[src/logic/pio_fifo.sv]
`timescale 1ns/100ps

module pio_fifo #(
  parameter int DEPTH = 4
) (
  input  logic        clk,
  input  logic        reset,
  input  logic        push,
  input  logic [31:0] wdata,
  input  logic        pop,
  output logic [31:0] rdata,
  output logic        empty,
  output logic        full
);

  localparam int AW = (DEPTH > 1) ? $clog2(DEPTH) : 1;

  logic [31:0]   mem [DEPTH];
  logic [AW-1:0] wr_ptr, rd_ptr;
  logic [AW:0]   count;
  logic          do_push, do_pop;

  assign empty   = (count == '0);
  assign full    = (count == DEPTH);
  assign do_push = push && !full;  // Dropped when full
  assign do_pop  = pop && !empty;
  assign rdata   = mem[rd_ptr];    // Head word

  always_ff @(posedge clk) begin
    if (do_push) mem[wr_ptr] <= wdata;
  end

  always_ff @(posedge clk) begin
    if (reset) begin
      wr_ptr <= '0;
      rd_ptr <= '0;
      count  <= '0;
    end else begin
      if (do_push) wr_ptr <= (wr_ptr == AW'(DEPTH - 1)) ? '0 : wr_ptr + 1'b1;
      if (do_pop) rd_ptr <= (rd_ptr == AW'(DEPTH - 1)) ? '0 : rd_ptr + 1'b1;
      count <= count + (AW+1)'(do_push) - (AW+1)'(do_pop);
    end
  end

endmodule

[config.mk]
export PLATFORM = sky130hd
export DESIGN_NAME = pio_fifo
export DESIGN_NICKNAME = d
export VERILOG_FILES = /design/src/logic/pio_fifo.sv
export SDC_FILE = /design/constraint.sdc
export NUM_CORES = 1
export LEC_CHECK = 0
export BUFFER_PORTS_ARGS = -buffer_cell sky130_fd_sc_hd__buf_2
export CORE_ASPECT_RATIO = 1.75
export CORE_UTILIZATION = 56
export DETAILED_ROUTE_END_ITERATION = 10
export PLACE_DENSITY = 0.9
export SYNTH_ARGS = -nofsm -noshare
export SYNTH_HDL_FRONTEND = slang
export SYNTH_SLANG_ARGS = --single-unit
[constraint.sdc]
create_clock -name clk -period 2.7 [get_ports clk]
set_input_delay 0.135 -clock clk [delete_from_list [all_inputs] [get_ports clk]]
set_output_delay 0.135 -clock clk [all_outputs]
set_load 0.05 [all_outputs]
==> summary.md, run 1 <==
- status: completed
- worst reg-to-reg setup slack: 0.30 ns
- final setup violation count: 0
- area growth from synthesis to layout: 26.4%
- standby leakage power: 2.27 nW
- post-detailed-placement half-perimeter wirelength: 4.92 mm
- syn_nets: 261
- placeable core region: 8730 µm²
- syn avg cell area: 23.5 µm²
- num rows: 45
- antenna violation net count after detailed routing: 0
- slew at the pin with the worst max-slew slack: 0.873 ns
- detailed-route wire length per cell: 19.2 µm
- combinational cell fraction of total power: 0.266
- launch point of the worst path: count[2]
- worst path setup slack after routing: 0.302 ns
- path length in cells of the critical path: 10
- # port buffers: 69
- total of warnings raised by yosys: 0
- grt ovf: 0
- Min-Delay Startpoint: push
- Cell variety after synth: 26
- Post-Route Skew: 0.0126 ns
- Max Clk Rate: 0.417 GHz
- number of iterations in the first detailed-routing pass: 4
- terminus of the critical flop-to-flop path: count[2]
- clock tree from TritonCTS: built
- number of levels in the clock H-tree: 4
- number of clock buffers inserted by TritonCTS: 17
- setup repair after global routing missed its margin: false
- effective utilization at floorplan: 0.584
- number of global-route vias before repair: 2644
- cell count after synthesis: 217
- startpoint class of the critical path: flop
- Filler Cell Count: 485
- critical path's slowest cell: or3b_1
- share of cells above drive strength 1: 0.390
- wirelength, routed: 8.86 mm
- I/O Pins: 70
- DR DRC count: 0
- smallest hold slack: 0.0606 ns
- cell chain of the critical path: or3b_1 > and2_4 > inv_1 > ha_1 > inv_1 > ha_1 > fa_1 > xnor2_1 > xnor2_1 > nor2_1
- final RePlAce weighted congestion: 0.729
- clock tree root driver cell: clkbuf_16
- sum of negative setup slack: 0 ns
- proportion of synthesized chip area in sequential cells: 0.790
- capturing instance or port of the critical path: count[2]
- Buf/Inv on CP: 2
- reg2reg path depth: 10
- switching portion of total power: 0.316
- Horiz. Die Dim: 74.1 µm
- clk buf depth: 2
- max-capacitance violation count: 0
- die area: 9500 µm²
- clock network power share: 0.324
- DR iter-0 viols: 107
- total power after layout: 6.57 mW
- register share of total power: 0.410
- Die Y: 128 µm
- Critical R2R Launch: count[2]
- delay contributed by the slowest stage of the critical path: 0.50 ns
- Hold Violations, Final: 0
- antenna violations before repair: 0
- switching power: 2.08 mW
- arrival time at the worst endpoint: 2.70 ns
- cell class contributing the biggest share of worst-path delay: simple AND/OR/NAND/NOR gates
- final critical-path share of the clock period: 0.888
- Worst Path Required: 3.00 ns
- endpoint kind of the worst setup timing path: flop
- routing usage on met3: 0.0684
- internal power: 4.49 mW
- max-slew violation total from the final report: 0
- number of nets in the finished design: 375
- count of state elements after synthesis: 137
- vias per cell: 5.51
- met1 demand-to-capacity share in global routing: 0.243
- Tmin final: 2.40 ns
- grt peak-use layer: met2
- Worst VDD drop: 0.000727 V
- max-slew headroom at the worst pin: 0.418
- Pwr Density: 1020 nW/µm²
- post-synth design cell area: 5090 µm²
- number of clock sinks: 137
- hold crit path type: input pin to flop
- global router's overall resource usage: 0.214
- maximum number of pins on one net before global-route repair: 33
- vias after detailed routing: 2540
- fraction of met2 tracks used by global routing: 0.362
- clock transition at the registers of the reported paths: 0.05 ns
- ant diodes: 0
- later-pin clock latency in the skew report: 0.41 ns
- critical path peak fanout: 9
- critical path class: flop to flop
- first-pass GRT wire length: 13.8 mm
- setup slack at placement: 0.297 ns
-- final cells by class --
type,instances,area [µm²],share of cell area
Clock buffer,22,444,0.0690
Clock inverter,10,103,0.0159
Inverter,8,30.0,0.00467
Multi-Input combinational cell,64,991,0.154
Sequential cell,137,4030,0.626
Tap cell,117,146,0.0227
Timing Repair Buffer,103,696,0.108
-- timing repair --
item | in CTS | in global routing
endpoints found under the hold margin | 132 | 0
gates resized for setup | 0 | 0
endpoints found under the setup margin | 0 | 0
hold buffers | 33 | 0
buffers inserted | 0 | 0
-- worst min-delay path by stage --
| stage | to | cells after the start |
|---|---|---|
| floorplan | wr_ptr[1] | 1 |
| detailed placement | mem[2][23] | 1 |
| global placement | mem[0][9] | 1 |
| finish | wr_ptr[1] | 3 |
| CTS | wr_ptr[1] | 3 |
| global route | wr_ptr[0] | 3 |
-- cells in the mapped netlist --
cell	number	area [µm²]
mux4_2	32	721
or3_1	1	6.26
o31ai_2	1	12.5
nand3_1	2	10.0
and3_2	3	22.5
ha_1	7	87.6
nor2b_1	2	12.5
nor3_1	2	10.0
mux2i_1	1	10.0
nand2_1	1	3.75
dfxtp_1	9	180
buf_2	1	5.00
or3b_1	1	8.76
xnor2_1	2	17.5
and3_1	1	6.26
o31ai_1	1	7.51
a21oi_1	2	10.0
nor2_1	2	7.51
and2_4	1	8.76
buf_6	1	11.3
buf_1	3	11.3
a21o_1	1	7.51
inv_1	8	30.0
fa_1	1	20.0
buf_4	3	22.5
edfxtp_1	128	3840
-- cells in the final DEF (no fill, tap or decap), types with 2 or more instances in the layout --
master / n
edfxtp_1: 128
buf_2: 69
dlygate4sd3_1: 33
mux4_2: 32
clkbuf_16: 17
inv_1: 8
ha_1: 7
dfxtp_1: 7
clkbuf_1: 5
and3_2: 4
clkinv_2: 3
clkinv_1: 3
nor3_1: 2
nor2b_1: 2
nand3_1: 2
a21oi_1: 2
nor2_1: 2
xnor2_1: 2
dfxtp_2: 2
bufinv_16: 2
-- tightest hold or removal path, stage by stage --
cell	delay [ns]
buf_2	0.15
nand3_1	0.09
a21oi_1	0.05
-- state kept, by name, summed over array words and instances, names as in the netlist, named ones only --
signal,cells
count,3
mem,128
wr_ptr,2
rd_ptr,2
-- through the flow --
stage	instance area (µm²)	cells	util
2_1_floorplan	5090	217	-
3_3_place_gp	5560	396	0.637
3_5_place_dp	5560	396	0.637
4_1_cts	6440	461	0.737
5_1_grt	6440	461	0.737
6_report	6440	461	0.737
-- power groups by stage --
stage	clock network (mW)	registers [mW]	logic [mW]
after floorplan	0	2.66	1.42
after global placement	0	2.72	1.70
after detailed placement	0	2.74	1.72
after CTS	2.16	2.70	1.77
after global routing	2.26	2.72	1.84
final	2.13	2.70	1.75
-- logic make-up after synthesis --
group | after synthesis | share of synthesized area
flip-flops | 137 | 0.790
AND/OR/NAND/NOR | 16 | 0.0189
adder cells (fa/ha/maj) | 8 | 0.0211
buffers and inverters | 16 | 0.0157
multiplexers | 33 | 0.143
XOR/XNOR | 2 | 0.00344
AO/OA/AOI/OAI | 5 | 0.00737
-- per-layer routing --
metal | part of all wire | vias up
met2 | 0.58 | 75
met1 | 0.37 | 1322
met3 | 0.038 | 11
met4 | 0.016 | 0
li1 | - | 1132
met5 | 0 | -
No activity file was read; power rests on OpenSTA's default activity.
==> inputs of run 2 (changes only) <==
- CAP_MARGIN: unset -> 20
- CORE_UTILIZATION: 56 -> 51
- PLACE_DENSITY: 0.9 -> 0.87
- clock period: 2.7 -> 1.9 ns (I/O delays scaled with it)
==> run 2 against run 1 <==
Net effect: the run now ends with setup timing left; critical path depth unchanged; non-clock buffer count increased by 16; final cell count increased by 4.3%; cell area increased by 4.3%; register-to-register slack got worse by 0.45 ns; clock skew decreased by 0.0027 ns; clock-buffer cell count decreased by 5; sequential power increased by 41%; sequential share of layout area decreased by 2.5 points; first-iteration DRC count increased by 49%; worst setup slack got worse by 0.45 ns; critical path type unchanged; largest power group unchanged.
==> summary.md, run 2 (same netlist as run 1, synthesis figures left out) <==
- commonest non-fill, non-tap cell in the layout: edfxtp_1
- setup repair after global routing missed its margin: true
- number of iterations in the first detailed-routing pass: 4
- cell class contributing the biggest share of worst-path delay: adder cells
- total placed instance area: 5690 µm²
- num rows: 47
- DR DRC count: 0
- critical path peak fanout: 3
- number of levels in the clock H-tree: 4
- wirelength, routed: 9.60 mm
- delay contributed by the slowest stage of the critical path: 0.39 ns
- Max Clk Rate: 0.487 GHz
- endpoint kind of the worst setup timing path: flop
- detailed-route wire length per cell: 20.0 µm
- ant diodes: 0
- worst path setup slack after routing: -0.152 ns
- critical path's slowest cell: or3b_4
- antenna violations before repair: 0
- clock tree root driver cell: clkbuf_16
- Post-Route Skew: 0.00995 ns
- Largest Register: mem
- post-detailed-placement half-perimeter wirelength: 5.55 mm
- final RePlAce weighted congestion: 0.737
- die area: 10400 µm²
- DR iter-0 viols: 159
- Tmin final: 2.05 ns
- Worst VDD drop: 0.000971 V
- vias after detailed routing: 2561
- arrival time at the worst endpoint: 2.34 ns
- area growth from synthesis to layout: 31.8%
- cell chain of the critical path: or3b_4 > and2_4 > inv_2 > ha_4 > inv_2 > ha_4 > fa_2 > xnor2_2 > xnor2_1 > nor2_1
- number of nets in the finished design: 391
- failing checks: setup timing
- Pwr Density: 1470 nW/µm²
- Die Y: 134 µm
- number of clock sinks: 137
- hold crit path type: input pin to flop
- max-capacitance violation count: 0
- maximum number of pins on one net before global-route repair: 33
- status: complete, but fails checks
- final critical-path share of the clock period: 1.08
- antenna violation net count after detailed routing: 0
- Horiz. Die Dim: 77.5 µm
- flip-flop count of the largest register, all copies and words added: 128
- vias per cell: 5.32
- Storage cell area: 4030 µm²
- I/O Pins: 70
- Hold Violations, Final: 0
- clk buf depth: 2
- Worst Path Required: 2.19 ns
- share of cells above drive strength 1: 0.460
- Buf/Inv on CP: 2
- max-slew violation total from the final report: 0
- max-slew headroom at the worst pin: 0.414
- Filler Cell Count: 564
- global router's overall resource usage: 0.202
- area of combinational cells with multiple inputs: 1040 µm²
- standby leakage power: 2.38 nW
- Layout Cell Area excl Fill: 6720 µm²
- critical path class: flop to flop
- clock transition at the registers of the reported paths: 0.06 ns
- setup slack at placement: -0.218 ns
- placeable core region: 9590 µm²
- number of clock buffers inserted by TritonCTS: 17
- total power after layout: 9.84 mW
- final setup violation count: 66
- number of global-route vias before repair: 2784
- slew at the pin with the worst max-slew slack: 0.879 ns
- top flop regs: mem (128), count (3)
- effective utilization at floorplan: 0.531
- post-layout utilization of the core: 0.701
- startpoint class of the critical path: flop
- commonest cells after routing, fill and taps aside: edfxtp_1 (128), buf_2 (68), dlygate4sd3_1 (34)
- grt ovf: 0
- # port buffers: 69
- clock tree from TritonCTS: built
- first-pass GRT wire length: 14.7 mm
- later-pin clock latency in the skew report: 0.41 ns
-- run 2: changes by cell type in the layout (fill, tap and decap cells not counted), sizes merged --
cell | before | now
dlygate4sd3 | 33 | 34
clkbuf | 22 | 18
clkinvlp | 1 | 5
clkinv | 7 | 6
bufinv | 2 | 3
buf | 70 | 84
-- run 2: final cells by class --
cell class | count | share of cell area
well taps | 122 | 0.0227
repair buffers | 119 | 0.130
clock buffers | 17 | 0.0634
clock inverters | 14 | 0.0235
inverters | 8 | 0.00447
flip-flops and latches | 137 | 0.601
multi-input cells | 64 | 0.155
-- run 2: worst min-delay path: cells and delay by family --
kind	cells	cell delay, ns
AND/OR/NAND/NOR	1	0.08
buffers and inverters	1	0.14
AO/OA/AOI/OAI	1	0.05
-- run 2: through the flow --
stage / cells / hold slack [ns] / setup TNS [ns]
final: 481 / 0.0151 / -3.17
after CTS: 477 / -0.0398 / -3.54
after floorplan: 217 / 0.154 / -0.409
after detailed placement: 413 / 0.315 / -0.370
after global placement: 413 / 0.305 / -0.176
after global routing: 481 / 0.0173 / -8.48
-- run 2: final timing paths --
| kind | cells past startpoint | end | slack (ns) | from |
|---|---|---|---|---|
| worst max-delay path | 10 | count[2] | -0.15 | count[2] |
| worst max register to register | 10 | count[2] | -0.15 | count[2] |
| worst min register to register | 2 | flop | 0.52 | rd_ptr[0] |
| worst min-delay path | 3 | wr_ptr[1] | 0.02 | push |
-- run 2: power by group --
part / total, mW / internal, mW / switching (mW)
logic: 2.84 / 1.04 / 1.80
clock network: 3.21 / 2.03 / 1.17
registers: 3.80 / 3.66 / 0.134
total: 9.84 / 6.74 / 3.11
-- run 2: timing repair --
action                                  4_1_cts  5_1_grt
gates resized for setup                      11        3
pin swaps                                     4        0
endpoints found under the setup margin        9       72
hold buffers                                 32        2
endpoints found under the hold margin       132        3
buffers inserted                              1        1
gates cloned                                  0        1
-- run 2: layer usage --
| layer | up-vias | global-route usage | part of all wire |
|---|---|---|---|
| li1 | 1163 | - | - |
| met4 | 0 | 0.108 | 0.017 |
| met2 | 77 | 0.352 | 0.57 |
| met5 | - | 0 | 0 |
| met1 | 1304 | 0.226 | 0.38 |
| met3 | 17 | 0.0490 | 0.037 |
==> inputs of run 3 (changes only) <==
- CORE_UTILIZATION: 51 -> 45
- PLACE_DENSITY: 0.87 -> 0.79
==> run 3 against run 2 <==
Net effect: the run still ends with setup timing left; clock power grew 7.8%; first-iteration DRC count down 14%; total power is 3.0% higher; final cell count rose by 2.5%; critical path depth stayed put; sequential power barely moved; maximum frequency is 0.46% lower; clock skew about the same; cell area rose by 1.2%; worst setup slack worse by 0.0096 ns.
==> summary.md, run 3 (same netlist as run 1, synthesis figures left out) <==
- endpoint kind of the worst setup timing path: flop
- worst path setup slack after routing: -0.162 ns
- clock tree root driver cell: clkbuf_16
- Largest Register: mem
- Worst VDD drop: 0.000974 V
- wirelength, routed: 9.47 mm
- commonest non-fill, non-tap cell in the layout: edfxtp_1
- antenna violations before repair: 0
- failing checks: setup timing
- die area: 11800 µm²
- top flop regs: mem (128), count (3)
- final critical-path share of the clock period: 1.09
- delay contributed by the slowest stage of the critical path: 0.39 ns
- area growth from synthesis to layout: 33.5%
- number of iterations in the first detailed-routing pass: 4
- first-pass GRT wire length: 14.0 mm
- I/O Pins: 70
- placeable core region: 11100 µm²
- Pwr Density: 1490 nW/µm²
- count of non-filler cells in the finished layout: 493
- critical path's slowest cell: or3b_4
- startpoint class of the critical path: flop
- max-capacitance violation count: 0
- slew at the pin with the worst max-slew slack: 0.869 ns
- number of global-route vias before repair: 2742
- Die Y: 143 µm
- grt ovf: 0
- terminus of the critical flop-to-flop path: count[2]
- ant diodes: 0
- status: complete, but fails checks
- arrival time at the worst endpoint: 2.36 ns
- Storage cell area: 4030 µm²
- max-slew headroom at the worst pin: 0.421
- Tmin final: 2.06 ns
- total placed cells including tap cells: 421
- Critical R2R Launch: count[2]
- max-slew violation total from the final report: 0
- antenna violation net count after detailed routing: 0
- number of nets in the finished design: 392
- number of levels in the clock H-tree: 4
- final RePlAce weighted congestion: 0.754
- later-pin clock latency in the skew report: 0.41 ns
- clk buf depth: 2
- Max Clk Rate: 0.485 GHz
- commonest cells after routing, fill and taps aside: edfxtp_1 (128), buf_2 (57), dlygate4sd3_1 (38)
- worst reg-to-reg setup slack: -0.16 ns
- flip-flop count of the largest register, all copies and words added: 128
- launch point of the worst path: count[2]
- Worst Path Required: 2.20 ns
- # port buffers: 69
- critical path class: flop to flop
- reg2reg path depth: 10
- DR iter-0 viols: 136
- maximum number of pins on one net before global-route repair: 33
- cell chain of the critical path: or3b_4 > and2_4 > inv_2 > ha_4 > inv_2 > ha_4 > fa_2 > xnor2_2 > xnor2_1 > nor2_1
- standby leakage power: 2.42 nW
- vias per cell: 5.26
- setup repair after global routing missed its margin: true
- clock transition at the registers of the reported paths: 0.06 ns
- vias after detailed routing: 2595
- Horiz. Die Dim: 82.4 µm
- total power after layout: 10.1 mW
- Post-Route Skew: 0.00953 ns
- hold crit path type: input pin to flop
- global router's overall resource usage: 0.175
- num rows: 51
- number of clock sinks: 137
- DR DRC count: 0
- Min-Delay Startpoint: push
- final setup violation count: 2
- total placed instance area: 5680 µm²
- share of cells above drive strength 1: 0.440
- Layout Cell Area excl Fill: 6800 µm²
- Filler Cell Count: 807
- area of combinational cells with multiple inputs: 1030 µm²
- capturing instance or port of the critical path: count[2]
- critical path peak fanout: 3
- Hold Violations, Final: 0
- effective utilization at floorplan: 0.459
- number of clock buffers inserted by TritonCTS: 17
- post-layout utilization of the core: 0.612
- clock tree from TritonCTS: built
- sum of negative setup slack: -0.270 ns
- post-detailed-placement half-perimeter wirelength: 5.56 mm
- detailed-route wire length per cell: 19.2 µm
run 3: cell count changes in the layout (fill, tap and decap cells not counted), sizes merged:
cell and delta:
bufinv +2, dlygate4sd3 +4, buf -2, inv +1
clkinvlp -3
run 3: cell type report:
| class | instances | share of cell area |
|---|---|---|
| well taps | 132 | 0.0243 |
| flip-flops and latches | 137 | 0.593 |
| clock buffers | 18 | 0.0631 |
| clock inverters | 14 | 0.0298 |
| repair buffers | 120 | 0.133 |
| multi-input cells | 64 | 0.152 |
| inverters | 8 | 0.00442 |
run 3: critical path, delay by kind of cell (launching register included):
family	cells	cell delay, ns
xor+xnor	2	0.28
fa+ha+maj	3	0.61
buf+inv	2	0.10
flops	1	0.36
simple gates	3	0.59
run 3: worst min-delay path by stage:
| stage | to | slack, ns | cells past startpoint |
|---|---|---|---|
| 2_1_floorplan | count[2] | 0.15 | 1 |
| 3_3_place_gp | mem[0][10] | 0.31 | 1 |
| 3_5_place_dp | mem[3][17] | 0.31 | 1 |
| 4_1_cts | mem[0][12] | 0.33 | 2 |
| 5_1_grt | mem[0][12] | 0.34 | 2 |
| 6_report | mem[0][12] | 0.34 | 2 |
run 3: repair_timing:
item / 4_1_cts / 5_1_grt
cloned: 1 / 0
resized for setup: 15 / 8
pin swaps: 5 / 0
setup endpoints to repair: 3 / 118
buffers inserted: 1 / 0
endpoints found under the hold margin: 136 / 0
hold buffers: 38 / 0
run 3: metrics by stage:
step,worst slack [ns],hold WS (ns)
final,-0.162,0.340
after global placement,-0.106,0.305
after detailed placement,-0.202,0.313
after global routing,-0.211,0.337
after floorplan,-0.225,0.154
after CTS,-0.138,0.326
run 3: routing by layer:
metal  routed length [µm]  global-route usage  vias up  share of wire
li1                     -                   -     1164              -
met1                 3550               0.179     1356           0.37
met2                 5500               0.311       64           0.58
met3                  251              0.0466       11          0.027
met4                  167              0.0970        0          0.018
met5                    0                   0        -              0
run 3: power by group:
part,total [mW],internal (mW),switching (mW)
Clock,3.46,2.31,1.15
Combinational,2.90,1.08,1.82
Sequential,3.78,3.66,0.118
Total,10.1,7.06,3.09
